===== src/verilog/sha_hub_pkg.sv =====
`default_nettype none

package sha_hub_pkg;

  // --------------------
  // basic widths
  typedef logic [31:0]  word_t;   // bus word, also one message word
  typedef logic [511:0] block_t;  // W0 in the top 32 bits
  typedef logic [255:0] hash_t;   // H0 in the top 32 bits

  // system bus, local 20-bit address space
  typedef struct packed {
    logic [19:0] addr;
    word_t       wdata;
    logic        wen;
    logic        ren;
  } bus_req_t;

  typedef struct packed {
    word_t rdata;
    logic  ack;
  } bus_rsp_t;

  // register map
  typedef enum logic [19:0] {
    REG_CTRL       = 20'h00000,
    REG_STATUS     = 20'h00004,  // omni status
    REG_VERSION    = 20'h0000C,  // build id, YYMMDDss
    REG_SHA_CTRL   = 20'h00100,
    REG_SHA_STATUS = 20'h00104,
    REG_SHA_PUSH   = 20'h0010C,  // write only
    REG_SHA_HASH   = 20'h00110   // eight words, H7 first
  } reg_addr_e;

  typedef enum logic [1:0] {
    ST_IDLE,
    ST_LOAD,
    ST_ROUND,
    ST_ADD
  } core_state_e;

  localparam word_t BUILD_DATE = 32'h24110701;

  // control bit positions
  localparam int unsigned CTRL_ENABLE    = 0;
  localparam int unsigned SHA_CTRL_RESET = 0;
  localparam int unsigned SHA_CTRL_START = 1;

  // --------------------
  // FIPS 180-4 round constants
  localparam word_t SHA_K [64] = '{
    32'h428a2f98, 32'h71374491, 32'hb5c0fbcf, 32'he9b5dba5, 32'h3956c25b, 32'h59f111f1,
    32'h923f82a4, 32'hab1c5ed5, 32'hd807aa98, 32'h12835b01, 32'h243185be, 32'h550c7dc3,
    32'h72be5d74, 32'h80deb1fe, 32'h9bdc06a7, 32'hc19bf174, 32'he49b69c1, 32'hefbe4786,
    32'h0fc19dc6, 32'h240ca1cc, 32'h2de92c6f, 32'h4a7484aa, 32'h5cb0a9dc, 32'h76f988da,
    32'h983e5152, 32'ha831c66d, 32'hb00327c8, 32'hbf597fc7, 32'hc6e00bf3, 32'hd5a79147,
    32'h06ca6351, 32'h14292967, 32'h27b70a85, 32'h2e1b2138, 32'h4d2c6dfc, 32'h53380d13,
    32'h650a7354, 32'h766a0abb, 32'h81c2c92e, 32'h92722c85, 32'ha2bfe8a1, 32'ha81a664b,
    32'hc24b8b70, 32'hc76c51a3, 32'hd192e819, 32'hd6990624, 32'hf40e3585, 32'h106aa070,
    32'h19a4c116, 32'h1e376c08, 32'h2748774c, 32'h34b0bcb5, 32'h391c0cb3, 32'h4ed8aa4a,
    32'h5b9cca4f, 32'h682e6ff3, 32'h748f82ee, 32'h78a5636f, 32'h84c87814, 32'h8cc70208,
    32'h90befffa, 32'ha4506ceb, 32'hbef9a3f7, 32'hc67178f2
  };

  localparam hash_t SHA_H_INIT = {
    32'h6a09e667, 32'hbb67ae85, 32'h3c6ef372, 32'ha54ff53a,
    32'h510e527f, 32'h9b05688c, 32'h1f83d9ab, 32'h5be0cd19
  };

endpackage

`default_nettype wire


===== src/verilog/block_fifo.sv =====
`timescale 1ns/1ps
`default_nettype none

module block_fifo #(
  parameter int FIFO_DEPTH = 2  // at least 2
) (
  input  wire                      clk_100mhz,
  input  wire                      rstn_i,   // section reset
  input  wire                      push_i,
  input  wire sha_hub_pkg::block_t block_i,
  input  wire                      pop_i,
  output sha_hub_pkg::block_t      block_o,  // head, valid while not empty
  output logic                     full_o,
  output logic                     afull_o,  // one slot left
  output logic                     empty_o
);

  import sha_hub_pkg::*;

  localparam int PTR_W = $clog2(FIFO_DEPTH);
  localparam int CNT_W = $clog2(FIFO_DEPTH + 1);

  block_t             mem_q [FIFO_DEPTH];
  logic [PTR_W-1:0]   wr_ptr_q;
  logic [PTR_W-1:0]   rd_ptr_q;
  logic [CNT_W-1:0]   count_q;
  logic               do_push;
  logic               do_pop;

  assign do_push = push_i && !full_o;   // push on full is dropped
  assign do_pop  = pop_i && !empty_o;

  // --------------------
  // pointers and occupancy
  always_ff @(posedge clk_100mhz) begin
    if (!rstn_i) begin
      wr_ptr_q <= '0;
      rd_ptr_q <= '0;
      count_q  <= '0;
    end else begin
      if (do_push)
        wr_ptr_q <= (wr_ptr_q == PTR_W'(FIFO_DEPTH - 1)) ? '0 : wr_ptr_q + 1'b1;
      if (do_pop)
        rd_ptr_q <= (rd_ptr_q == PTR_W'(FIFO_DEPTH - 1)) ? '0 : rd_ptr_q + 1'b1;
      if (do_push && !do_pop)
        count_q <= count_q + 1'b1;
      else if (do_pop && !do_push)
        count_q <= count_q - 1'b1;
    end
  end

  always_ff @(posedge clk_100mhz) begin
    if (do_push)
      mem_q[wr_ptr_q] <= block_i;
  end

  assign block_o = mem_q[rd_ptr_q];
  assign full_o  = (count_q == CNT_W'(FIFO_DEPTH));
  assign afull_o = (count_q == CNT_W'(FIFO_DEPTH - 1));
  assign empty_o = (count_q == '0);

endmodule

`default_nettype wire


===== src/verilog/sha256_core.sv =====
`timescale 1ns/1ps
`default_nettype none

module sha256_core (
  input  wire                      clk_100mhz,
  input  wire                      rstn_i,
  input  wire                      empty_i,  // fifo empty
  input  wire sha_hub_pkg::block_t block_i,  // fifo head
  output logic                     pop_o,
  output logic                     ready_o,
  output logic                     done_o,   // sticky until reset
  output sha_hub_pkg::hash_t       hash_o
);

  import sha_hub_pkg::*;

  function automatic word_t rotr(input word_t x, input int unsigned n);
    return (x >> n) | (x << (32 - n));
  endfunction

  core_state_e state_q;
  logic [5:0]  round_q;
  word_t       w_q [16];   // sliding schedule, w_q[0] is W[t]
  word_t       v_q [8];    // working vars a..h
  hash_t       hash_q;     // chained H0..H7
  logic        done_q;

  word_t       big_s0;
  word_t       big_s1;
  word_t       ch;
  word_t       maj;
  word_t       t1;
  word_t       t2;
  word_t       small_s0;
  word_t       small_s1;
  word_t       w_next;

  // --------------------
  // round logic
  always_comb begin
    big_s1   = rotr(v_q[4], 6) ^ rotr(v_q[4], 11) ^ rotr(v_q[4], 25);
    ch       = (v_q[4] & v_q[5]) ^ (~v_q[4] & v_q[6]);
    t1       = v_q[7] + big_s1 + ch + SHA_K[round_q] + w_q[0];
    big_s0   = rotr(v_q[0], 2) ^ rotr(v_q[0], 13) ^ rotr(v_q[0], 22);
    maj      = (v_q[0] & v_q[1]) ^ (v_q[0] & v_q[2]) ^ (v_q[1] & v_q[2]);
    t2       = big_s0 + maj;
    // W[t+16] from W[t+14], W[t+9], W[t+1], W[t]
    small_s0 = rotr(w_q[1], 7) ^ rotr(w_q[1], 18) ^ (w_q[1] >> 3);
    small_s1 = rotr(w_q[14], 17) ^ rotr(w_q[14], 19) ^ (w_q[14] >> 10);
    w_next   = small_s1 + w_q[9] + small_s0 + w_q[0];
  end

  assign pop_o   = (state_q == ST_IDLE) && !empty_i;
  assign ready_o = (state_q == ST_IDLE);
  assign done_o  = done_q;
  assign hash_o  = hash_q;

  // --------------------
  // control FSM
  always_ff @(posedge clk_100mhz) begin
    if (!rstn_i) begin
      state_q <= ST_IDLE;
      round_q <= '0;
      hash_q  <= SHA_H_INIT;
      done_q  <= 1'b0;
    end else begin
      case (state_q)
        ST_IDLE: begin
          if (!empty_i)
            state_q <= ST_LOAD;   // popped this cycle
        end
        ST_LOAD: begin
          round_q <= '0;
          state_q <= ST_ROUND;
        end
        ST_ROUND: begin
          round_q <= round_q + 6'd1;
          if (round_q == 6'd63)
            state_q <= ST_ADD;    // 64 rounds done
        end
        ST_ADD: begin
          for (int i = 0; i < 8; i++)
            hash_q[255 - 32*i -: 32] <= hash_q[255 - 32*i -: 32] + v_q[i];
          done_q  <= 1'b1;
          state_q <= ST_IDLE;
        end
        default: state_q <= ST_IDLE;
      endcase
    end
  end

  // --------------------
  // datapath, no reset
  always_ff @(posedge clk_100mhz) begin
    if (pop_o) begin
      // head is only valid in the pop cycle, schedule takes it here
      for (int i = 0; i < 16; i++)
        w_q[i] <= block_i[511 - 32*i -: 32];
    end else if (state_q == ST_ROUND) begin
      for (int i = 0; i < 15; i++)
        w_q[i] <= w_q[i+1];
      w_q[15] <= w_next;
    end

    if (state_q == ST_LOAD) begin
      for (int i = 0; i < 8; i++)
        v_q[i] <= hash_q[255 - 32*i -: 32];  // a..h from H0..H7
    end else if (state_q == ST_ROUND) begin
      v_q[7] <= v_q[6];
      v_q[6] <= v_q[5];
      v_q[5] <= v_q[4];
      v_q[4] <= v_q[3] + t1;  // e
      v_q[3] <= v_q[2];
      v_q[2] <= v_q[1];
      v_q[1] <= v_q[0];
      v_q[0] <= t1 + t2;      // a
    end
  end

endmodule

`default_nettype wire


===== src/verilog/sys_bus_regs.sv =====
`timescale 1ns/1ps
`default_nettype none

module sys_bus_regs (
  input  wire                       clk_100mhz,
  input  wire                       rstn_i,
  input  wire sha_hub_pkg::bus_req_t bus_req_i,
  output sha_hub_pkg::bus_rsp_t     bus_rsp_o,
  output logic                      activated_o,
  output logic                      sha_rstn_o,
  output sha_hub_pkg::block_t       push_block_o,
  output logic                      push_o,
  input  wire                       fifo_full_i,
  input  wire                       fifo_afull_i,
  input  wire                       fifo_empty_i,
  input  wire                       core_ready_i,
  input  wire                       core_done_i,  // a block was hashed since reset
  input  wire sha_hub_pkg::hash_t   hash_i
);

  import sha_hub_pkg::*;

  word_t       ctrl_q;       // REG_CTRL
  word_t       sha_ctrl_q;   // REG_SHA_CTRL
  logic        omni_rstn_q;  // activated
  logic        sha_rstn_q;   // SHA section enabled
  logic [3:0]  word_cnt_q;   // words of the current block
  block_t      shift_q;      // collector, oldest word ends on top
  logic        push_q;
  bus_rsp_t    rsp_q;

  logic        wr_ctrl;
  logic        wr_sha_ctrl;
  logic        wr_push;
  logic        start_wr;
  logic        hash_valid;
  logic        in_hash;
  logic [19:0] hash_off;
  word_t       status;
  word_t       sha_status;

  // --------------------
  // write decode
  assign wr_ctrl     = bus_req_i.wen && (bus_req_i.addr == REG_CTRL);
  assign wr_sha_ctrl = bus_req_i.wen && (bus_req_i.addr == REG_SHA_CTRL);
  assign wr_push     = bus_req_i.wen && (bus_req_i.addr == REG_SHA_PUSH);
  assign start_wr    = wr_sha_ctrl && bus_req_i.wdata[SHA_CTRL_START];

  always_ff @(posedge clk_100mhz) begin
    if (!rstn_i) begin
      ctrl_q     <= '0;
      sha_ctrl_q <= '0;
    end else begin
      sha_ctrl_q[SHA_CTRL_START] <= 1'b0;  // one-shot, visible one cycle
      if (wr_ctrl)
        ctrl_q <= bus_req_i.wdata;
      if (wr_sha_ctrl)
        sha_ctrl_q <= bus_req_i.wdata;
    end
  end

  // section resets, one flop stage each
  always_ff @(posedge clk_100mhz) begin
    if (!rstn_i) begin
      omni_rstn_q <= 1'b0;
      sha_rstn_q  <= 1'b0;
    end else begin
      omni_rstn_q <= ctrl_q[CTRL_ENABLE];
      sha_rstn_q  <= omni_rstn_q && !sha_ctrl_q[SHA_CTRL_RESET] && !start_wr;  // start pulse
    end
  end

  // --------------------
  // word collector
  always_ff @(posedge clk_100mhz) begin
    if (!rstn_i || start_wr) begin
      word_cnt_q <= '0;
      push_q     <= 1'b0;
    end else begin
      push_q <= wr_push && (word_cnt_q == 4'd15);  // sixteenth word completes a block
      if (wr_push)
        word_cnt_q <= word_cnt_q + 4'd1;           // wraps back to W0
    end
  end

  always_ff @(posedge clk_100mhz) begin
    if (wr_push)
      shift_q <= {shift_q[479:0], bus_req_i.wdata};
  end

  // --------------------
  // read side
  assign hash_off   = bus_req_i.addr - REG_SHA_HASH;
  assign in_hash    = (hash_off < 20'd32) && (hash_off[1:0] == 2'b00);
  assign hash_valid = core_done_i && core_ready_i && fifo_empty_i;
  assign status     = {27'd0, sha_rstn_q, 3'd0, omni_rstn_q};
  assign sha_status = {25'd0, fifo_full_i, fifo_afull_i, fifo_empty_i,
                       2'd0, hash_valid, core_ready_i};

  always_ff @(posedge clk_100mhz) begin
    if (!rstn_i) begin
      rsp_q <= '0;
    end else begin
      rsp_q.ack   <= bus_req_i.wen || bus_req_i.ren;  // any address
      rsp_q.rdata <= '0;
      if (bus_req_i.ren) begin
        case (bus_req_i.addr)
          REG_CTRL:       rsp_q.rdata <= ctrl_q;
          REG_STATUS:     rsp_q.rdata <= status;
          REG_VERSION:    rsp_q.rdata <= BUILD_DATE;
          REG_SHA_CTRL:   rsp_q.rdata <= sha_ctrl_q;
          REG_SHA_STATUS: rsp_q.rdata <= sha_status;
          default: begin
            if (in_hash)
              rsp_q.rdata <= hash_i[32*hash_off[4:2] +: 32];  // offset 4k gives H(7-k)
          end
        endcase
      end
    end
  end

  assign bus_rsp_o    = rsp_q;
  assign activated_o  = omni_rstn_q;
  assign sha_rstn_o   = sha_rstn_q;
  assign push_block_o = shift_q;
  assign push_o       = push_q;

endmodule

`default_nettype wire


===== src/verilog/sha_hub_top.sv =====
`timescale 1ns/1ps
`default_nettype none

module sha_hub_top #(
  parameter int FIFO_DEPTH = 2  // blocks
) (
  input  wire                       clk_100mhz,
  input  wire                       rstn_i,
  input  wire sha_hub_pkg::bus_req_t bus_req_i,
  output sha_hub_pkg::bus_rsp_t     bus_rsp_o,
  output logic                      activated_o  // omni section out of reset
);

  import sha_hub_pkg::*;

  // --------------------
  // regs -> fifo
  logic   sha_rstn;     // section reset, also pulsed by start
  block_t push_block;
  logic   push;

  // fifo -> core
  block_t head_block;
  logic   fifo_full;
  logic   fifo_afull;
  logic   fifo_empty;
  logic   pop;

  // core -> regs
  logic   core_ready;
  logic   core_done;
  hash_t  hash;

  sys_bus_regs u_sys_bus_regs (
    .clk_100mhz   (clk_100mhz),
    .rstn_i       (rstn_i),
    .bus_req_i    (bus_req_i),
    .bus_rsp_o    (bus_rsp_o),
    .activated_o  (activated_o),
    .sha_rstn_o   (sha_rstn),
    .push_block_o (push_block),
    .push_o       (push),
    .fifo_full_i  (fifo_full),
    .fifo_afull_i (fifo_afull),
    .fifo_empty_i (fifo_empty),
    .core_ready_i (core_ready),
    .core_done_i  (core_done),
    .hash_i       (hash)
  );

  block_fifo #(
    .FIFO_DEPTH (FIFO_DEPTH)
  ) u_block_fifo (
    .clk_100mhz (clk_100mhz),
    .rstn_i     (sha_rstn),
    .push_i     (push),
    .block_i    (push_block),
    .pop_i      (pop),
    .block_o    (head_block),
    .full_o     (fifo_full),
    .afull_o    (fifo_afull),
    .empty_o    (fifo_empty)
  );

  sha256_core u_sha256_core (
    .clk_100mhz (clk_100mhz),
    .rstn_i     (sha_rstn),    // start restarts the chain at H_INIT
    .empty_i    (fifo_empty),
    .block_i    (head_block),
    .pop_o      (pop),
    .ready_o    (core_ready),
    .done_o     (core_done),
    .hash_o     (hash)
  );

endmodule

`default_nettype wire


===== config.mk =====
export PLATFORM = sky130hd
export DESIGN_NAME = sha_hub_top
export DESIGN_NICKNAME = d
export VERILOG_FILES = /design/src/verilog/sha_hub_pkg.sv /design/src/verilog/block_fifo.sv /design/src/verilog/sha256_core.sv /design/src/verilog/sys_bus_regs.sv /design/src/verilog/sha_hub_top.sv
export SDC_FILE = /design/constraint.sdc
export NUM_CORES = 2
export LEC_CHECK = 0
export BUFFER_PORTS_ARGS = -buffer_cell sky130_fd_sc_hd__buf_2
export CAP_MARGIN = 0
export CELL_PAD_IN_SITES_DETAIL_PLACEMENT = 0
export CELL_PAD_IN_SITES_GLOBAL_PLACEMENT = 1
export CORE_ASPECT_RATIO = 0.6
export CORE_MARGIN = 3
export CORE_UTILIZATION = 30
export DETAILED_ROUTE_END_ITERATION = 7
export GPL_TIMING_DRIVEN = 0
export MAX_ROUTING_LAYER = met4
export PLACE_DENSITY_LB_ADDON = 0.1
export SLEW_MARGIN = 20
export SYNTH_ARGS = -nofsm -noshare
export SYNTH_HDL_FRONTEND = slang
export SYNTH_SLANG_ARGS = --single-unit

===== constraint.sdc =====
create_clock -name clk_100mhz -period 55.2 [get_ports clk_100mhz]
set_clock_uncertainty 0.1 [all_clocks]
set_input_delay 5.52 -clock clk_100mhz [delete_from_list [all_inputs] [get_ports clk_100mhz]]
set_output_delay 5.52 -clock clk_100mhz [all_outputs]
set_load 0.1 [all_outputs]

==> summary.md <==
| Metric | Value |
|---|---|
| Startpoint Class | `register` |
| Synth Net Count | `10360` |
| CTS resizes | `0` |
| Worst relative slew slack | `13.26%` |
| Vias per inst | `5.268` |
| Area share of xor/xnor cells in the synthesized design | `3.918%` |
| Met2 wire length | `179.0 mm` |
| Wire per inst | `33.73 um` |
| VDD IR max | `0.00002351 V` |
| CTS Buf Count | `290` |
| Layout cell share with drive strength beyond 1 | `11.46%` |
| Max Cap Viol | `0` |
| Util after Layout | `35.28%` |
| R2R setup slack | `40.64 ns` |
| Global route overflow | `0` |
| Die Span X | `841.9 um` |
| Adder-cell area share of the yosys netlist | `7.145%` |
| Setup tns final | `0 ns` |
| Initial antenna violation count | `102` |
| DR WL met3 | `60.25 mm` |
| Static leakage | `0.05017 uW` |
| Tcrit/Tclk final | `26.38%` |
| Worst Tran Pin Value | `1.301 ns` |
| WL met1 | `295.8 mm` |
| Final Hold Fails | `0` |
| CP max FO | `14` |
| CTS tree | `built` |
| Top sig layer | `met4` |
| Total Routed Length | `541.6 mm` |
| Max Slew Vio Count | `0` |
| RSZ-0062 raised after global routing | `no` |
| # clock sinks | `2678` |
| Largest net degree at the start of global routing | `48` |
| Commonest non-fill, non-tap cell in the layout | `edfxtp_1` |
| Dominant synthesized flop cell | `edfxtp_1` |
| Worst endpoint data arrival time | `15.03 ns` |
| Total power | `4185 uW` |
| Initial Util | `30.25%` |
| Achievable Freq | `0.06868 GHz` |
| Post-synth ARST share | `0%` |
| Total GRT Usage | `25.37%` |
| CP delay by family, top | `compound AO/OA/AOI/OAI gates` |
| Most frequent cells in the layout | `edfxtp_1 (2304), nand2_1 (1014), o21ai_0 (851)` |
| Postcts setup bufs | `0` |
| Vias | `84600` |
| Synth Cell Area | `125800 sq um` |
| Vias in the first global route | `80230` |
| Core area | `415800 sq um` |
| Die area | `427300 sq um` |
| Syn Area/Cell | `12.96 sq um` |
| Post-Synth Simple-Gate Area | `6.833%` |
| Crit path buffers/inverters | `9` |
| Post-layout min period | `14.56 ns` |
| Post-synth EDFFs | `2304` |
| Area delta synth->final | `16.65%` |
| Critical Path End Type | `register` |
| Initial DRT Pass Iterations | `8` |
| Synthesized flop and latch total | `2678` |
| Post-DRT Antenna Nets | `0` |
| First-pass GRT wire length | `722.0 mm` |
| Die extent in y | `507.5 um` |
| CP peak stage delay | `0.86 ns` |
| Worst Path Class, Setup | `register to register` |
| Hold bufs inserted after CTS | `0` |
| Critical path's slowest cell | `o41ai_1` |
| Clk Latency, worst-skew pair | `0.91 ns` |
| DP HPWL | `428.5 mm` |
| Final Setup Violations | `0` |
| H-tree Lvls | `5` |
| Cells after synthesis | `9702` |
| Post-synthesis mux area share | `8.642%` |
| IO buf count | `86` |
| Global placement routability congestion | `0.9628` |
| Compound-cell area share of the yosys netlist | `10.04%` |
| Row count | `183` |
| Synth cell types | `90` |
| Post-layout nets | `10900` |
| Ports | `90` |
| Clk root buf | `clkbuf_16` |
| Post-route DRC | `0` |
| Syn. warnings | `0` |
| Largest family of logic cells by synthesized area | `compound AO/OA/AOI/OAI gates` |
| Drt first-iter violations | `10980` |
| Sequential share of the synthesized area | `60.96%` |
| Clk slew on worst S/H paths | `0.07 ns` |
| CP Data Required Time | `55.67 ns` |
| PwrDens | `28.53 nW/um^2` |
| Outcome | `completed` |
| Clock Path Buffers | `4` |
| Hold crit path type | `register to register` |
-- cell families (layout without fill, tap and decap cells) --
logic type | Yosys count | after routing
flops | 2678 | 2678
simple gates | 1987 | 1987
other cells | 0 | 37
compound gates | 2086 | 2086
mux | 970 | 970
fa+ha+maj | 602 | 602
buf+inv | 818 | 1587
xor+xnor | 561 | 561
-- state kept, by name (all words and copies together) (netlist names), 2 cells and up, named ones only --
| register | flops |
|---|---|
| u_block_fifo.count_q | 2 |
| u_block_fifo.mem_q | 1024 |
| u_sha256_core.hash_o | 256 |
| u_sha256_core.round_q | 6 |
| u_sha256_core.state_q | 2 |
| u_sha256_core.v_q | 256 |
| u_sha256_core.w_q | 512 |
| u_sys_bus_regs.bus_rsp_o | 33 |
| u_sys_bus_regs.ctrl_q | 32 |
| u_sys_bus_regs.push_block_o | 512 |
| u_sys_bus_regs.sha_ctrl_q | 32 |
| u_sys_bus_regs.word_cnt_q | 4 |
-- power breakdown --
part           total, uW  switching (uW)  internal [uW]
combinational       38.7            27.3           11.4
clock               1980             862           1120
sequential          2160          0.0134           2160
total               4190             889           3300
-- worst register-to-register path: cells and delay by family, from the launching register on --
family                     cells  cell delay (ns)
AOI/OAI and AO/OA             16             5.68
adders and majority gates      7             3.29
buffers and inverters          9             3.03
and+or+nand+nor                3             0.84
xor gates and xnor gates       2             0.71
DFF                            1             0.65
-- layout make-up --
class	count	area, sq um
buffer	476	1944
antenna	37	92.59
multi-input combinational	6206	46320
timing repair buffer	252	4153
fill	40600	269100
clock inverter	150	1485
tap	5550	6944
inverter	342	1285
sequential	2678	76670
clock buffer	367	7812
-- synthesized netlist by cell type (all sizes together) (210+ instances only) --
cell	instances	area, sq um
a21o	210	1577
a21oi	442	2220
clkbuf	425	1598
dfxtp	374	7487
edfxtp	2304	69190
ha	403	5042
inv	336	1261
mux2	247	2781
mux2i	655	6556
nand2	1015	3810
nor2	485	1828
o21ai	871	4359
xnor2	402	3521
-- per-layer routing --
layer / vias to the layer above / GRT usage [%]
met5: - / -
met4: 0 / 3.070
met3: 404 / 9.189
met2: 3432 / 27.76
met1: 43880 / 42.49
li1: 36880 / -
-- through the flow --
| stage | worst slack (ns) | cell area [sq um] | hold slack (ns) | cells |
|---|---|---|---|---|
| after CTS | 40.68 | 146500 | 0.3289 | 16020 |
| after detailed placement | 40.74 | 137200 | 0.3330 | 15500 |
| final | 40.64 | 146700 | 0.3217 | 16060 |
| after floorplan | 30.44 | 125800 | 0.3194 | 9702 |
| after global routing | 40.26 | 146700 | 0.3388 | 16040 |
| after global placement | 9.300 | 133100 | 0.3323 | 15340 |
-- path summary, 6_finish.rpt --
| check | end | from | depth (start not counted) |
|---|---|---|---|
| max | u_sha256_core.v_q[0][31] | u_sha256_core.round_q[1] | 37 |
| min | u_block_fifo.mem_q[1][498] | u_sys_bus_regs.push_block_o[498] | 0 |
| max reg2reg | u_sha256_core.v_q[0][31] | u_sha256_core.round_q[1] | 37 |
| min reg2reg | u_block_fifo.mem_q[1][498] | u_sys_bus_regs.push_block_o[498] | 0 |
(Power assumes the default switching activity.)
